File: src/rv_macros.svh
`ifndef RV_MACROS_SVH
`define RV_MACROS_SVH

// ==============================
// Core widths
// ==============================

`define RV_XLEN        32
`define RV_REG_BITS    5

// Instruction memory is word aligned, so the two low address bits stay zero
`define RV_IADDR_BITS  16

// First fetch after reset
`define RV_RESET_ADDR  0

`endif

File: src/rv_isa_pkg.sv
`include "rv_macros.svh"

package rv_isa_pkg;

    // Only the major opcodes this core executes
    typedef enum logic [6:0] {
        OPC_OP     = 7'b0110011,
        OPC_OP_IMM = 7'b0010011,
        OPC_LUI    = 7'b0110111,
        OPC_LOAD   = 7'b0000011,
        OPC_STORE  = 7'b0100011,
        OPC_BRANCH = 7'b1100011
    } opcode_t;

    // ALU funct3 codes, shared by OP and OP-IMM
    typedef enum logic [2:0] {
        F3_ADD_SUB = 3'b000,
        F3_SLL     = 3'b001,
        F3_SLT     = 3'b010,
        F3_SLTU    = 3'b011,
        F3_XOR     = 3'b100,
        F3_SRL_SRA = 3'b101,
        F3_OR      = 3'b110,
        F3_AND     = 3'b111
    } funct3_t;

    typedef enum logic [3:0] {
        ALU_ADD,
        ALU_SUB,
        ALU_AND,
        ALU_OR,
        ALU_XOR,
        ALU_SLT,
        ALU_SLTU,
        ALU_SLL,
        ALU_SRL,
        ALU_SRA,
        ALU_PASS_B      // LUI passes the U immediate straight through
    } alu_op_t;

    typedef struct packed {
        logic [6:0]              funct7;
        logic [`RV_REG_BITS-1:0] rs2;
        logic [`RV_REG_BITS-1:0] rs1;
        logic [2:0]              funct3;
        logic [`RV_REG_BITS-1:0] rd;
        opcode_t                 opcode;
    } instr_fields_t;

endpackage

File: src/rv_pipe_pkg.sv
`include "rv_macros.svh"

package rv_pipe_pkg;

    typedef struct packed {
        logic                      valid;
        logic [`RV_IADDR_BITS-1:0] pc;
        logic [`RV_XLEN-1:0]       instr;
    } fetch_pkt_t;

    typedef struct packed {
        logic                      valid;
        logic [`RV_IADDR_BITS-1:0] pc;
        logic [`RV_REG_BITS-1:0]   rs1;
        logic [`RV_REG_BITS-1:0]   rs2;
        logic [`RV_REG_BITS-1:0]   rd;
        logic [`RV_XLEN-1:0]       rdata1;
        logic [`RV_XLEN-1:0]       rdata2;
        logic [`RV_XLEN-1:0]       imm;
        rv_isa_pkg::alu_op_t       alu_op;
        logic                      use_imm;
        logic                      reg_write;
        logic                      is_load;
        logic                      is_store;
        logic                      is_branch;
        logic                      branch_ne;    // BNE when set, BEQ otherwise
    } exec_pkt_t;

    typedef struct packed {
        logic                    valid;
        logic [`RV_REG_BITS-1:0] rd;
        logic                    reg_write;
        logic                    is_load;
        logic [`RV_XLEN-1:0]     result;         // ALU result or load/store byte address
    } mem_pkt_t;

    typedef enum logic [1:0] {
        FWD_REG,
        FWD_MEM,
        FWD_WB
    } fwd_sel_t;

    typedef struct packed {
        logic                req;
        logic                we;
        logic [`RV_XLEN-1:0] addr;    // Word index, the byte address shifted right by two
        logic [`RV_XLEN-1:0] wdata;
    } data_req_t;

endpackage

File: src/rv_fetch.sv
`timescale 1ns/1ps

`include "rv_macros.svh"

module rv_fetch
(
    input  logic                       i_clk,
    input  logic                       i_reset,
    input  logic                       i_stall,
    input  logic                       i_redirect,
    input  logic [`RV_IADDR_BITS-1:0]  i_redirect_pc,
    input  logic [`RV_XLEN-1:0]        i_instr_data,
    output logic [`RV_IADDR_BITS-1:0]  o_instr_addr,
    output rv_pipe_pkg::fetch_pkt_t    o_fetch
);
    import rv_pipe_pkg::*;

    logic [`RV_IADDR_BITS-1:0] pc;
    logic [`RV_IADDR_BITS-1:0] inflight_pc;    // Address of the word now on i_instr_data
    logic                      inflight_valid;

    always_ff @(posedge i_clk)
    begin
        if (i_reset)
        begin
            pc             <= `RV_IADDR_BITS'(`RV_RESET_ADDR);
            inflight_valid <= 1'b0;
        end
        else if (i_redirect)
        begin
            pc             <= i_redirect_pc;
            inflight_valid <= 1'b0;             // Word returning next cycle is wrong path
        end
        else if (!i_stall)
        begin
            pc             <= pc + `RV_IADDR_BITS'(4);
            inflight_valid <= 1'b1;
        end
    end

    always_ff @(posedge i_clk)
    begin
        if (!i_stall)
            inflight_pc <= pc;
    end

    // While stalled the returned word is not taken, so ask for it again
    assign o_instr_addr = i_stall ? inflight_pc : pc;

    assign o_fetch.valid = inflight_valid;
    assign o_fetch.pc    = inflight_pc;
    assign o_fetch.instr = i_instr_data;

endmodule

File: src/rv_pipe_reg.sv
`timescale 1ns/1ps

module rv_pipe_reg
#(
    parameter type T = logic
)
(
    input  logic i_clk,
    input  logic i_reset,
    input  logic i_stall,
    input  logic i_flush,
    input  T     i_d,
    output T     o_q
);

    // An all-zero payload carries valid low, so flush inserts a bubble
    always_ff @(posedge i_clk)
    begin
        if (i_reset || i_flush)
            o_q <= '0;
        else if (!i_stall)
            o_q <= i_d;
    end

endmodule

File: src/rv_decode.sv
`timescale 1ns/1ps

`include "rv_macros.svh"

module rv_decode
(
    input  rv_pipe_pkg::fetch_pkt_t    i_fetch,
    input  logic [`RV_XLEN-1:0]        i_rdata1,
    input  logic [`RV_XLEN-1:0]        i_rdata2,
    output logic [`RV_REG_BITS-1:0]    o_rs1,
    output logic [`RV_REG_BITS-1:0]    o_rs2,
    output rv_pipe_pkg::exec_pkt_t     o_exec
);
    import rv_isa_pkg::*;
    import rv_pipe_pkg::*;

    instr_fields_t       f;
    funct3_t             f3;
    logic [`RV_XLEN-1:0] ins;
    logic [`RV_XLEN-1:0] imm_i;
    logic [`RV_XLEN-1:0] imm_s;
    logic [`RV_XLEN-1:0] imm_b;
    logic [`RV_XLEN-1:0] imm_u;
    logic                is_shift;
    logic                supported;

    function automatic alu_op_t alu_sel(input funct3_t fn, input logic alt);
        case (fn)
            F3_ADD_SUB: alu_sel = alt ? ALU_SUB : ALU_ADD;
            F3_SLL:     alu_sel = ALU_SLL;
            F3_SLT:     alu_sel = ALU_SLT;
            F3_SLTU:    alu_sel = ALU_SLTU;
            F3_XOR:     alu_sel = ALU_XOR;
            F3_SRL_SRA: alu_sel = alt ? ALU_SRA : ALU_SRL;
            F3_OR:      alu_sel = ALU_OR;
            default:    alu_sel = ALU_AND;
        endcase
    endfunction

    assign ins = i_fetch.instr;
    assign f   = ins;
    assign f3  = funct3_t'(f.funct3);

    assign imm_i = {{20{ins[31]}}, ins[31:20]};
    assign imm_s = {{20{ins[31]}}, ins[31:25], ins[11:7]};
    assign imm_b = {{19{ins[31]}}, ins[31], ins[7], ins[30:25], ins[11:8], 1'b0};
    assign imm_u = {ins[31:12], 12'b0};

    assign is_shift = (f3 == F3_SLL) || (f3 == F3_SRL_SRA);

    assign o_rs1 = f.rs1;
    assign o_rs2 = f.rs2;

    always_comb
    begin
        supported     = 1'b0;
        o_exec        = '0;
        o_exec.pc     = i_fetch.pc;
        o_exec.rs1    = f.rs1;
        o_exec.rs2    = f.rs2;
        o_exec.rd     = f.rd;
        o_exec.rdata1 = i_rdata1;
        o_exec.rdata2 = i_rdata2;
        o_exec.alu_op = ALU_ADD;    // Address adder for loads and stores
        case (f.opcode)
            OPC_OP:
            begin
                supported = (f.funct7 == 7'b0000000) ||
                            (f.funct7 == 7'b0100000 && (f3 == F3_ADD_SUB || f3 == F3_SRL_SRA));
                o_exec.alu_op    = alu_sel(f3, f.funct7[5]);
                o_exec.reg_write = 1'b1;
            end
            OPC_OP_IMM:
            begin
                // Shift immediates carry funct7, only SRAI may set bit 30
                supported = !is_shift || (f.funct7 == 7'b0000000) ||
                            (f3 == F3_SRL_SRA && f.funct7 == 7'b0100000);
                o_exec.alu_op    = alu_sel(f3, f3 == F3_SRL_SRA && f.funct7[5]);
                o_exec.imm       = imm_i;
                o_exec.use_imm   = 1'b1;
                o_exec.reg_write = 1'b1;
            end
            OPC_LUI:
            begin
                supported        = 1'b1;
                o_exec.alu_op    = ALU_PASS_B;
                o_exec.imm       = imm_u;
                o_exec.use_imm   = 1'b1;
                o_exec.reg_write = 1'b1;
            end
            OPC_LOAD:
            begin
                supported        = (f.funct3 == 3'b010);    // LW only
                o_exec.imm       = imm_i;
                o_exec.use_imm   = 1'b1;
                o_exec.reg_write = 1'b1;
                o_exec.is_load   = 1'b1;
            end
            OPC_STORE:
            begin
                supported       = (f.funct3 == 3'b010);     // SW only
                o_exec.imm      = imm_s;
                o_exec.use_imm  = 1'b1;
                o_exec.is_store = 1'b1;
            end
            OPC_BRANCH:
            begin
                supported        = (f.funct3[2:1] == 2'b00);    // BEQ and BNE
                o_exec.imm       = imm_b;
                o_exec.is_branch = 1'b1;
                o_exec.branch_ne = f.funct3[0];
            end
            default:
            begin
                supported = 1'b0;
            end
        endcase
        o_exec.valid = i_fetch.valid && supported;
    end

endmodule

File: src/rv_regs.sv
`timescale 1ns/1ps

`include "rv_macros.svh"

module rv_regs
(
    input  logic                     i_clk,
    input  logic [`RV_REG_BITS-1:0]  i_rs1,
    input  logic [`RV_REG_BITS-1:0]  i_rs2,
    input  logic                     i_we,
    input  logic [`RV_REG_BITS-1:0]  i_rd,
    input  logic [`RV_XLEN-1:0]      i_wdata,
    output logic [`RV_XLEN-1:0]      o_rdata1,
    output logic [`RV_XLEN-1:0]      o_rdata2
);

    logic [`RV_XLEN-1:0] regs [31:1];    // x0 has no storage

    always_ff @(posedge i_clk)
    begin
        if (i_we && i_rd != '0)
            regs[i_rd] <= i_wdata;
    end

    // Write-first, so decode sees a result retiring in the same cycle
    always_comb
    begin
        o_rdata1 = (i_rs1 == '0) ? '0 : regs[i_rs1];
        if (i_we && i_rd == i_rs1 && i_rs1 != '0)
            o_rdata1 = i_wdata;
        o_rdata2 = (i_rs2 == '0) ? '0 : regs[i_rs2];
        if (i_we && i_rd == i_rs2 && i_rs2 != '0)
            o_rdata2 = i_wdata;
    end

endmodule

File: src/rv_execute.sv
`timescale 1ns/1ps

`include "rv_macros.svh"

module rv_execute
(
    input  rv_pipe_pkg::exec_pkt_t     i_exec,
    input  rv_pipe_pkg::fwd_sel_t      i_fwd1,
    input  rv_pipe_pkg::fwd_sel_t      i_fwd2,
    input  logic [`RV_XLEN-1:0]        i_mem_result,
    input  logic [`RV_XLEN-1:0]        i_wb_data,
    output rv_pipe_pkg::mem_pkt_t      o_mem,
    output logic [`RV_XLEN-1:0]        o_store_data,
    output logic                       o_branch_taken,
    output logic [`RV_IADDR_BITS-1:0]  o_branch_pc
);
    import rv_isa_pkg::*;
    import rv_pipe_pkg::*;

    logic [`RV_XLEN-1:0] op_a;
    logic [`RV_XLEN-1:0] op_rs2;
    logic [`RV_XLEN-1:0] op_b;
    logic [`RV_XLEN-1:0] alu_res;
    logic [4:0]          shamt;

    // ==============================
    // Operand forwarding
    // ==============================
    assign op_a   = (i_fwd1 == FWD_MEM) ? i_mem_result :
                    (i_fwd1 == FWD_WB)  ? i_wb_data : i_exec.rdata1;
    assign op_rs2 = (i_fwd2 == FWD_MEM) ? i_mem_result :
                    (i_fwd2 == FWD_WB)  ? i_wb_data : i_exec.rdata2;
    assign op_b   = i_exec.use_imm ? i_exec.imm : op_rs2;
    assign shamt  = op_b[4:0];

    // ==============================
    // ALU
    // ==============================
    always_comb
    begin
        case (i_exec.alu_op)
            ALU_ADD:    alu_res = op_a + op_b;
            ALU_SUB:    alu_res = op_a - op_b;
            ALU_AND:    alu_res = op_a & op_b;
            ALU_OR:     alu_res = op_a | op_b;
            ALU_XOR:    alu_res = op_a ^ op_b;
            ALU_SLT:    alu_res = {{(`RV_XLEN-1){1'b0}}, $signed(op_a) < $signed(op_b)};
            ALU_SLTU:   alu_res = {{(`RV_XLEN-1){1'b0}}, op_a < op_b};
            ALU_SLL:    alu_res = op_a << shamt;
            ALU_SRL:    alu_res = op_a >> shamt;
            ALU_SRA:    alu_res = `RV_XLEN'($signed(op_a) >>> shamt);
            default:    alu_res = op_b;    // PASS_B
        endcase
    end

    assign o_mem.valid     = i_exec.valid;
    assign o_mem.rd        = i_exec.rd;
    assign o_mem.reg_write = i_exec.valid && i_exec.reg_write;
    assign o_mem.is_load   = i_exec.valid && i_exec.is_load;
    assign o_mem.result    = alu_res;

    assign o_store_data = op_rs2;

    // Branch resolves here, the target is relative to the branch itself
    assign o_branch_taken = i_exec.valid && i_exec.is_branch &&
                            ((op_a == op_rs2) ^ i_exec.branch_ne);
    assign o_branch_pc    = i_exec.pc + i_exec.imm[`RV_IADDR_BITS-1:0];

endmodule

File: src/rv_hazard.sv
`timescale 1ns/1ps

`include "rv_macros.svh"

module rv_hazard
(
    input  logic [`RV_REG_BITS-1:0]  i_dec_rs1,
    input  logic [`RV_REG_BITS-1:0]  i_dec_rs2,
    input  logic [`RV_REG_BITS-1:0]  i_ex_rd,
    input  logic                     i_ex_is_load,
    input  logic                     i_ex_valid,
    input  logic [`RV_REG_BITS-1:0]  i_ex_rs1,
    input  logic [`RV_REG_BITS-1:0]  i_ex_rs2,
    input  rv_pipe_pkg::mem_pkt_t    i_mem,
    input  logic [`RV_REG_BITS-1:0]  i_wb_rd,
    input  logic                     i_wb_we,
    input  logic                     i_branch_taken,
    output logic                     o_stall,
    output logic                     o_flush_dec,
    output logic                     o_flush_ex,
    output rv_pipe_pkg::fwd_sel_t    o_fwd1,
    output rv_pipe_pkg::fwd_sel_t    o_fwd2
);
    import rv_pipe_pkg::*;

    // Memory stage is younger than write-back, so it wins
    function automatic fwd_sel_t fwd_pick(input logic [`RV_REG_BITS-1:0] rs,
                                          input mem_pkt_t mem,
                                          input logic [`RV_REG_BITS-1:0] wb_rd,
                                          input logic wb_we);
        if (rs == '0)
            fwd_pick = FWD_REG;
        else if (mem.valid && mem.reg_write && mem.rd == rs)
            fwd_pick = FWD_MEM;
        else if (wb_we && wb_rd == rs)
            fwd_pick = FWD_WB;
        else
            fwd_pick = FWD_REG;
    endfunction

    // Load data is only ready in write-back, one cycle too late for the next instruction
    assign o_stall = i_ex_valid && i_ex_is_load && i_ex_rd != '0 &&
                     (i_ex_rd == i_dec_rs1 || i_ex_rd == i_dec_rs2);

    assign o_flush_dec = i_branch_taken;
    assign o_flush_ex  = i_branch_taken || o_stall;    // Stall sends a bubble into execute

    assign o_fwd1 = fwd_pick(i_ex_rs1, i_mem, i_wb_rd, i_wb_we);
    assign o_fwd2 = fwd_pick(i_ex_rs2, i_mem, i_wb_rd, i_wb_we);

endmodule

File: src/rv_writeback.sv
`timescale 1ns/1ps

`include "rv_macros.svh"

module rv_writeback
(
    input  logic                     i_clk,
    input  logic                     i_reset,
    input  rv_pipe_pkg::mem_pkt_t    i_mem,
    input  logic [`RV_XLEN-1:0]      i_store_data,
    input  logic                     i_is_store,
    input  logic [`RV_XLEN-1:0]      i_data_rdata,
    output rv_pipe_pkg::data_req_t   o_data,
    output rv_pipe_pkg::mem_pkt_t    o_mem_stage,
    output logic [`RV_REG_BITS-1:0]  o_wb_rd,
    output logic                     o_wb_we,
    output logic [`RV_XLEN-1:0]      o_wb_data
);
    import rv_pipe_pkg::*;

    mem_pkt_t            mem_q;
    mem_pkt_t            wb_q;
    logic                store_q;
    logic [`RV_XLEN-1:0] store_data_q;

    always_ff @(posedge i_clk)
    begin
        if (i_reset)
        begin
            mem_q   <= '0;
            wb_q    <= '0;
            store_q <= 1'b0;
        end
        else
        begin
            mem_q   <= i_mem;
            wb_q    <= mem_q;
            store_q <= i_mem.valid && i_is_store;
        end
    end

    always_ff @(posedge i_clk)
    begin
        store_data_q <= i_store_data;
    end

    // ==============================
    // Memory stage
    // ==============================
    assign o_data.req   = mem_q.is_load || store_q;
    assign o_data.we    = store_q;
    assign o_data.addr  = {2'b00, mem_q.result[`RV_XLEN-1:2]};
    assign o_data.wdata = store_data_q;

    assign o_mem_stage = mem_q;

    // ==============================
    // Write-back stage
    // ==============================
    assign o_wb_rd   = wb_q.rd;
    assign o_wb_we   = wb_q.valid && wb_q.reg_write;
    assign o_wb_data = wb_q.is_load ? i_data_rdata : wb_q.result;    // Load word lands now

endmodule

File: src/rv_core.sv
`timescale 1ns/1ps

`include "rv_macros.svh"

module rv_core
(
    input  logic                       i_clk,
    input  logic                       i_reset,
    output logic [`RV_IADDR_BITS-1:0]  o_instr_addr,
    input  logic [`RV_XLEN-1:0]        i_instr_data,
    output rv_pipe_pkg::data_req_t     o_data,
    input  logic [`RV_XLEN-1:0]        i_data_rdata
);
    import rv_pipe_pkg::*;

    fetch_pkt_t                fetch_pkt;
    fetch_pkt_t                dec_pkt;
    exec_pkt_t                 exec_d;
    exec_pkt_t                 exec_q;
    mem_pkt_t                  mem_d;
    mem_pkt_t                  mem_stage;
    fwd_sel_t                  fwd1;
    fwd_sel_t                  fwd2;
    logic [`RV_REG_BITS-1:0]   dec_rs1;
    logic [`RV_REG_BITS-1:0]   dec_rs2;
    logic [`RV_XLEN-1:0]       rdata1;
    logic [`RV_XLEN-1:0]       rdata2;
    logic [`RV_XLEN-1:0]       store_data;
    logic                      branch_taken;
    logic [`RV_IADDR_BITS-1:0] branch_pc;
    logic                      stall;
    logic                      flush_dec;
    logic                      flush_ex;
    logic [`RV_REG_BITS-1:0]   wb_rd;
    logic                      wb_we;
    logic [`RV_XLEN-1:0]       wb_data;

    rv_fetch u_fetch
    (
        .i_clk          (i_clk),
        .i_reset        (i_reset),
        .i_stall        (stall),
        .i_redirect     (branch_taken),
        .i_redirect_pc  (branch_pc),
        .i_instr_data   (i_instr_data),
        .o_instr_addr   (o_instr_addr),
        .o_fetch        (fetch_pkt)
    );

    rv_pipe_reg #(.T(fetch_pkt_t)) u_dec_reg
    (
        .i_clk          (i_clk),
        .i_reset        (i_reset),
        .i_stall        (stall),
        .i_flush        (flush_dec),
        .i_d            (fetch_pkt),
        .o_q            (dec_pkt)
    );

    rv_decode u_decode
    (
        .i_fetch        (dec_pkt),
        .i_rdata1       (rdata1),
        .i_rdata2       (rdata2),
        .o_rs1          (dec_rs1),
        .o_rs2          (dec_rs2),
        .o_exec         (exec_d)
    );

    rv_regs u_regs
    (
        .i_clk          (i_clk),
        .i_rs1          (dec_rs1),
        .i_rs2          (dec_rs2),
        .i_we           (wb_we),
        .i_rd           (wb_rd),
        .i_wdata        (wb_data),
        .o_rdata1       (rdata1),
        .o_rdata2       (rdata2)
    );

    // Execute never holds, a load-use stall bubbles it through flush
    rv_pipe_reg #(.T(exec_pkt_t)) u_exec_reg
    (
        .i_clk          (i_clk),
        .i_reset        (i_reset),
        .i_stall        (1'b0),
        .i_flush        (flush_ex),
        .i_d            (exec_d),
        .o_q            (exec_q)
    );

    rv_execute u_execute
    (
        .i_exec         (exec_q),
        .i_fwd1         (fwd1),
        .i_fwd2         (fwd2),
        .i_mem_result   (mem_stage.result),
        .i_wb_data      (wb_data),
        .o_mem          (mem_d),
        .o_store_data   (store_data),
        .o_branch_taken (branch_taken),
        .o_branch_pc    (branch_pc)
    );

    rv_hazard u_hazard
    (
        .i_dec_rs1      (dec_rs1),
        .i_dec_rs2      (dec_rs2),
        .i_ex_rd        (exec_q.rd),
        .i_ex_is_load   (exec_q.is_load),
        .i_ex_valid     (exec_q.valid),
        .i_ex_rs1       (exec_q.rs1),
        .i_ex_rs2       (exec_q.rs2),
        .i_mem          (mem_stage),
        .i_wb_rd        (wb_rd),
        .i_wb_we        (wb_we),
        .i_branch_taken (branch_taken),
        .o_stall        (stall),
        .o_flush_dec    (flush_dec),
        .o_flush_ex     (flush_ex),
        .o_fwd1         (fwd1),
        .o_fwd2         (fwd2)
    );

    rv_writeback u_writeback
    (
        .i_clk          (i_clk),
        .i_reset        (i_reset),
        .i_mem          (mem_d),
        .i_store_data   (store_data),
        .i_is_store     (exec_q.is_store),
        .i_data_rdata   (i_data_rdata),
        .o_data         (o_data),
        .o_mem_stage    (mem_stage),
        .o_wb_rd        (wb_rd),
        .o_wb_we        (wb_we),
        .o_wb_data      (wb_data)
    );

endmodule

File: config.mk
export PLATFORM = sky130hd
export DESIGN_NAME = rv_core
export DESIGN_NICKNAME = d
export VERILOG_FILES = /design/src/rv_isa_pkg.sv /design/src/rv_pipe_pkg.sv /design/src/rv_fetch.sv /design/src/rv_pipe_reg.sv /design/src/rv_decode.sv /design/src/rv_regs.sv /design/src/rv_execute.sv /design/src/rv_hazard.sv /design/src/rv_writeback.sv /design/src/rv_core.sv
export VERILOG_INCLUDE_DIRS = /design/src
export SDC_FILE = /design/constraint.sdc
export NUM_CORES = 2
export LEC_CHECK = 0
export BUFFER_PORTS_ARGS = -buffer_cell sky130_fd_sc_hd__buf_2
export CAP_MARGIN = 20
export CORE_MARGIN = 2
export CORE_UTILIZATION = 58
export CTS_BUF_LIST = sky130_fd_sc_hd__clkbuf_8
export DETAILED_ROUTE_END_ITERATION = 10
export PLACE_DENSITY = 0.84
export SLEW_MARGIN = 20
export SYNTH_ARGS = -nofsm -noshare
export SYNTH_HDL_FRONTEND = slang
export SYNTH_SLANG_ARGS = --single-unit
File: constraint.sdc
create_clock -name i_clk -period 6.1 [get_ports i_clk]
set_input_delay 0.305 -clock i_clk [delete_from_list [all_inputs] [get_ports i_clk]]
set_output_delay 0.305 -clock i_clk [all_outputs]
set_load 0.02 [all_outputs]
---- Word level (Yosys, flattened, before mapping) ----
Memory sizes are Yosys's and may differ from the RTL's. A register that Yosys moved wholly into a read port is not among the register bits.
Index checks and enable logic that the tools add are counted.
storage, ports and cells
  output and inout port bits .............. 82
  input port bits ......................... 66
  word-level logic and storage cells ...... 175
  memories ................................ 1
  memory bits (writable) .................. 992
  register bits after elaboration ......... 333
cells by class
  add/sub/neg operators ................... 4
  reductions and logical operators ........ 51
  eq/ne operators ......................... 36
  shift operators ......................... 3
  bitwise operators ....................... 5
  multiplexer cells ....................... 40
  $lt $le $gt $ge ......................... 2
memory list
  memory       depth  bits a word  read ports  clocked after Yosys merged registers in  write ports  RTL line       RTL
  u_regs.regs  31     32           2           2                                        1            rv_regs.sv:17  logic [`RV_XLEN-1:0] regs [31:1];
operators by type and width
  cell                   number
  $mux 32                10
  $pmux 32 s10           1
  $pmux 32 s4            1
  $lt 32x32->1           2
  $pmux 4 s7             2
  $mux 16                3
  $eq 5x5->1             8
  $add 32x32->32         1
  $and 32x32->32         1
  $eq 32x32->1           1
  $or 32x32->32          1
  $shl 32x5->32          1
  $shr 32x5->32          1
  $sshr 32x5->32         1
  $sub 32x32->32         1
  $xor 32x32->32         1
  $eq 7x6->1 const B     4
  $logic_and 1x1->1      22
  $logic_not 5->1        4
  $mux 5                 4
  $reduce_bool 5->1      4
  $add 16x16->16         1
  $add 16x3->16 const B  1
  $eq 4x3->1 const B     4
  other kinds (26)       61

---- Logic depth before layout (Yosys ltp) ----
  word-level depth ........................ 14
  mapped depth ............................ 25
  mapped depth without buffers ............ 20

---- Hierarchy ----
From an unflattened synthesis, not the netlist that was laid out.
second synthesis, totals
  cells, all modules ...................... 5846
  area, all modules ....................... 73364.1 sq um
by module, submodules not included
  module                    times used  sequential area each (sq um)  cells each  area an instance (sq um)
  rv_regs                   1           29788.6                       2674        47013.8
  rv_execute                1           0.0                           1856        12361.9
  rv_pipe_reg (u_exec_reg)  1           2762.6                        446         5034.8
  rv_writeback              1           2262.2                        280         3662.3
  rv_pipe_reg (u_dec_reg)   1           980.9                         160         1750.4
  rv_fetch                  1           660.6                         173         1669.1
  rv_decode                 1           0.0                           199         1447.6
  rv_hazard                 1           0.0                           57          420.4
  rv_core                   1           0.0                           1           3.8

---- Least setup slack after synthesis ----
No wires, ideal clock.
  kind .................................... reg2reg
  start ................................... reg u_writeback.wb_q[32] (netlist name)
  end ..................................... reg u_writeback.mem_q, in the netlist u_writeback.o_data[60]
  setup slack ............................. 84 ps
  cell stages (with the launch flop) ...... 23
  data arrival time ....................... 5892 ps
  path buffers ............................ 6
  data required time ...................... 5976 ps
  cell sequence ........................... dfxtp_1 > clkbuf_1 > buf_2 > buf_2 > mux2i_1 > inv_1 > a22o_1 > o31ai_1 > clkbuf_1 > clkbuf_1 > clkbuf_1 > ha_1 > or3b_2 > o211ai_1 > a31o_2 > a31o_2 > a41oi_1 > o21ai_0 > a2111oi_0 > a211o_1 > a41oi_1 > mux2i_1 > a31oi_1
on the way
  longest elaborated chain between the ends .. 6
  elaborated cells on any way between the ends .. 15
  those cells by class .................... add/sub: 2; shift: 3; mux: 7; bitwise: 3
RTL lines
  item                                          RTL line            RTL
  from (decl)                                   rv_writeback.sv:22  mem_pkt_t wb_q;
  from (signal assigned)                        rv_writeback.sv:37  wb_q <= mem_q;
  $mux 32 (*)                                   rv_writeback.sv:62  assign o_wb_data = wb_q.is_load ? i_data_rdata : wb_q.result;
  named net u_execute.i_wb_data[3]              rv_execute.sv:11    input logic [`RV_XLEN-1:0] i_wb_data,
  $mux 32                                       rv_execute.sv:32    (i_fwd2 == FWD_WB) ? i_wb_data : i_exec.rdata2;
  $mux 32                                       rv_execute.sv:31    assign op_rs2 = (i_fwd2 == FWD_MEM) ? i_mem_result :
  $mux 32                                       rv_execute.sv:33    assign op_b = i_exec.use_imm ? i_exec.imm : op_rs2;
  $sub 32x32->32, or another cell as far along  rv_execute.sv:43    ALU_SUB: alu_res = op_a - op_b;
  $pmux 32 s10 (*)                              rv_execute.sv:41    case (i_exec.alu_op)
  to (signal assigned)                          rv_writeback.sv:36  mem_q <= i_mem;
  to (decl)                                     rv_writeback.sv:21  mem_pkt_t mem_q;
Mark *: on every way through the listed nets, which the timed path passes. The rest lies on a longest branch.
A chain may end at the register's enable or synchronous reset.

---- Worst setup path in the final report ----
  start ................................... reg u_exec_reg.o_q[115] (netlist name)
  end ..................................... reg u_writeback.mem_q, in the netlist u_writeback.o_data[59]
on the way
  longest elaborated chain between the ends .. 11
  elaborated cells on any way between the ends .. 22
  those cells by class .................... add/sub: 2; eq/ne: 4; shift: 3; mux: 7; bitwise: 3; reduce/logical: 3
RTL lines
  item                                                     RTL line                            RTL
  from (decl)                                              rv_pipe_reg.sv:13                   output T o_q
  from (signal assigned)                                   rv_pipe_reg.sv:22                   o_q <= i_d;
  $eq 5x5->1                                               rv_hazard.sv:35                     else if (wb_we && wb_rd == rs)
  $logic_and 1x1->1                                        rv_hazard.sv:35
  $mux 2                                                   rv_hazard.sv:35
  $mux 2                                                   rv_hazard.sv:33                     else if (mem.valid && mem.reg_write && mem.rd == rs)
  $mux 2 (*)                                               rv_hazard.sv:31                     if (rs == '0)
  $eq 2x2->1                                               rv_execute.sv:32
  $mux 32                                                  rv_execute.sv:32
  $mux 32 (*)                                              rv_execute.sv:31
  named net store_data[8]                                  rv_core.sv:28                       logic [`RV_XLEN-1:0] store_data;
  $mux 32 (*)                                              rv_execute.sv:33
  $sub 32x32->32 / $add 32x32->32 (equally long branches)  rv_execute.sv:43, rv_execute.sv:42
  $pmux 32 s10 (*)                                         rv_execute.sv:41
Marks and branches as above.

==> flow_summary.toml <==
[synth]
synth_most_common_cell = "edfxtp_1"
synth_cell_type_count = 93
synth_top_cell_area_share = 0.431
synth_commonest_cells = "edfxtp_1 (992), mux4_2 (557), nor2_1 (395)"
synth-edff-count = 992
ys_ff_latch = 1335
synth_area_um2 = 69100
synth_area_per_cell_um2 = 13.5
synth_ff_type = "edfxtp_1"
postSynth.asyncResetShare = 0
seq_area_frac_synth = 0.531
synth_top_cell_by_area = "edfxtp_1"
ys_top_cells_by_area = "edfxtp_1 (43%), mux4_2 (18%), dfxtp_1 (9.9%)"
postSynthCellCount = 5130
yosysWarnings = 0

[global_route]
grt_usage = 0.427
met3_usage = 0.171
antenna_found_initial = 26
grt_pass1_wl_um = 368000
grt_max_degree = 118
grtUsageMet2 = 0.621
top_usage_layer = "met2"
grt_overflow = 0
grt_pass1_vias = 51600
grt_use_met1 = 0.513

[worst_setup_path]
critPathBufInv = 3
worst_path_most_repeated_cell = "o21ai_0"
path_max_fanout = 9
cp-start-kind = "flop"
worstSetupPathType = "reg -> reg"
required_ps = 6970
crit_path_top_delay_cell = "or4_1"
slowest_delay_ps = 660
endpoint_kind = "flop"
path_delay_family = "compound AO/OA/AOI/OAI gates"
cp_cell_sequence = "xor2_1 > or4_1 > o2111a_2 > buf_12 > buf_4 > mux2i_1 > o21ai_0 > mux2_2 > ha_1 > buf_4 > o21ai_0 > nand2_1 > o31ai_1 > a221oi_2 > o21ai_0 > a221oi_2 > mux2i_1 > o2111ai_1 > o31a_1"
arrival_ps = 6860

[place]
hpwl_um = 166000
dp_slack_ps = 79.4
portBuffers = 145
globalplace.congestion = 1.16
placed_cell_area_um2 = 72500
place_inst = 6662

[die]
die_w_um = 349
start_util = 0.585
die_h_um = 349
core-area_um2 = 118000
ioPinCount = 148
fp-row-count = 126
dieArea_um2 = 122000

[sta]
finalHoldViolCount = 0
fmax_ghz = 0.167
layout_setup_ws_ps = 119
min_period_ps = 5980
slew_headroom = 0.199
hold_ws_ps = 104
setup_violations = 0
period_share = 0.981
worst_slew_pin_slew_ps = 1170
final.setup.tns_ps = 0
drv_slew = 0
finalClockSkew_ps = 71.2

[final_layout]
post-route-util = 0.657
final_cell_count_no_fill = 7138
fin_area_um2 = 77600
area_growth_pct = 12.3
layout-drive-gt1-share = 0.253
fin_nets = 5588

[detailed_routing]
vias = 52700
avgRoutedWirePerCell_um = 36.3
drt-total-wl_um = 259000
first_pass_iters = 7
ant_nets = 0
drt_iter0_markers = 9438
post-route-drc-count = 0
vias_per_cell = 7.39

[power_and_ir_drop]
ir_drop_v = 0.000239
power_mw = 21.3
net-switching-power_mw = 6.02
power_leakage_nw = 26.9
p_int_mw = 15.3
p_sw_frac = 0.283
p_seq_frac = 0.477
clockPowerShare = 0.370
powerDensity_nw_per_um2 = 275
pwr-share-comb = 0.153

[outcome]
status = "complete, no violations"

[cts]
cts_root_buffer = "clkbuf_8"
cts_tree = "built"
htree_num_levels = 4
cts.clk_slew.worst_paths_ps = 60
insertion_delay_ps = 990
cts.sinks = 1335
cts_made_buffers = 211
cts_max_path_buffers = 3

[run]
drv_cap = 0

[min_path]
hold_class = "in -> reg"
[timing repair]
action                     in CTS  in global routing
hold buffers                   62                  0
buffers inserted                0                  4
resized for setup               0                  9
setup endpoints to repair       0                  6
hold endpoints to repair      123                  0
[cell usage in the layout (no fill, tap or decap), drive strengths merged, types with 61 or more instances in the layout]
| cell type | n |
|---|---|
| xnor2 | 88 |
| nand2 | 352 |
| nor3 | 103 |
| nand3 | 61 |
| ha | 113 |
| inv | 237 |
| buf | 425 |
| nor2 | 396 |
| a211oi | 107 |
| mux4 | 557 |
| edfxtp | 992 |
| clkbuf | 235 |
| o21ai | 170 |
| o22a | 66 |
| a21oi | 261 |
| o211ai | 73 |
| clkinv | 65 |
| dfxtp | 343 |
| mux2i | 285 |
| dlygate4sd3 | 62 |
[path summary, 6_finish.rpt]
kind | start | to | slack, ps | cells past startpoint
max | u_exec_reg.o_q[115]$_SDFF_PP0_ | u_writeback.o_data[59]$_SDFF_PP0_ | 120 | 19
min | i_data_rdata[9] | u_exec_reg.o_q[51]$_SDFF_PP0_ | 100 | 5
max reg2reg | u_exec_reg.o_q[115]$_SDFF_PP0_ | u_writeback.o_data[59]$_SDFF_PP0_ | 120 | 19
min reg2reg | u_dec_reg.o_q[32]$_SDFFE_PP0N_ | u_exec_reg.o_q[121]$_SDFF_PP0_ | 440 | 2
[power by group through the flow]
stage | clock network, mW | logic (mW) | registers (mW)
3_3_place_gp | 0 | 2.97 | 10.3
4_1_cts | 7.92 | 3.06 | 10.1
2_1_floorplan | 0 | 1.98 | 10.2
3_5_place_dp | 0 | 3.01 | 10.3
5_1_grt | 8.31 | 3.36 | 10.2
6_report | 7.89 | 3.26 | 10.2
[state kept, by name, summed over array words and instances, names as in the netlist, named ones only]
name,cells
u_regs.regs,992
u_fetch.inflight_pc,16
u_writeback.o_data,30
u_exec_reg.o_q,138
u_writeback.store_data_q,32
u_writeback.o_mem_stage,10
u_fetch.inflight_valid,1
u_dec_reg.o_q,49
u_writeback.o_wb_rd,5
u_writeback.store_q,1
u_fetch.pc,16
u_writeback.wb_q,35
[layer usage]
metal | share of wire | wire (µm) | up-vias
met4 | 0.092 | 24000 | 18
met3 | 0.15 | 38400 | 1369
met2 | 0.44 | 113000 | 5106
met1 | 0.32 | 83600 | 25600
li1 | - | - | 20600
met5 | 0.00059 | 152 | -
[cells by family (layout without fill, tap and decap cells)]
kind of cell | count (synthesis) | in the layout | synth area share
simple gates | 1099 | 1099 | 0.0708
other cells | 1 | 22 | 0.0000543
buf+inv | 592 | 1043 | 0.0365
fa+ha+maj | 116 | 116 | 0.0213
xor+xnor | 122 | 122 | 0.0155
flops | 1335 | 1335 | 0.531
mux | 878 | 878 | 0.229
compound gates | 987 | 987 | 0.0965
[cell type report]
class	instances	area, µm²
diodes	20	50.0
inverters	167	627
well taps	1536	1920
multi-input cells	3204	30300
flip-flops and latches	1335	36700
clock buffers	235	3230
repair buffers	487	3670
fillers	7913	40500
clock inverters	154	1090
[worst min-delay path, cell delays in order]
cell	delay, ps
buf_2	160
mux2i_1	210
buf_4	180
o22a_1	160
nor2_1	40
No activity file was read; power rests on OpenSTA's default activity.
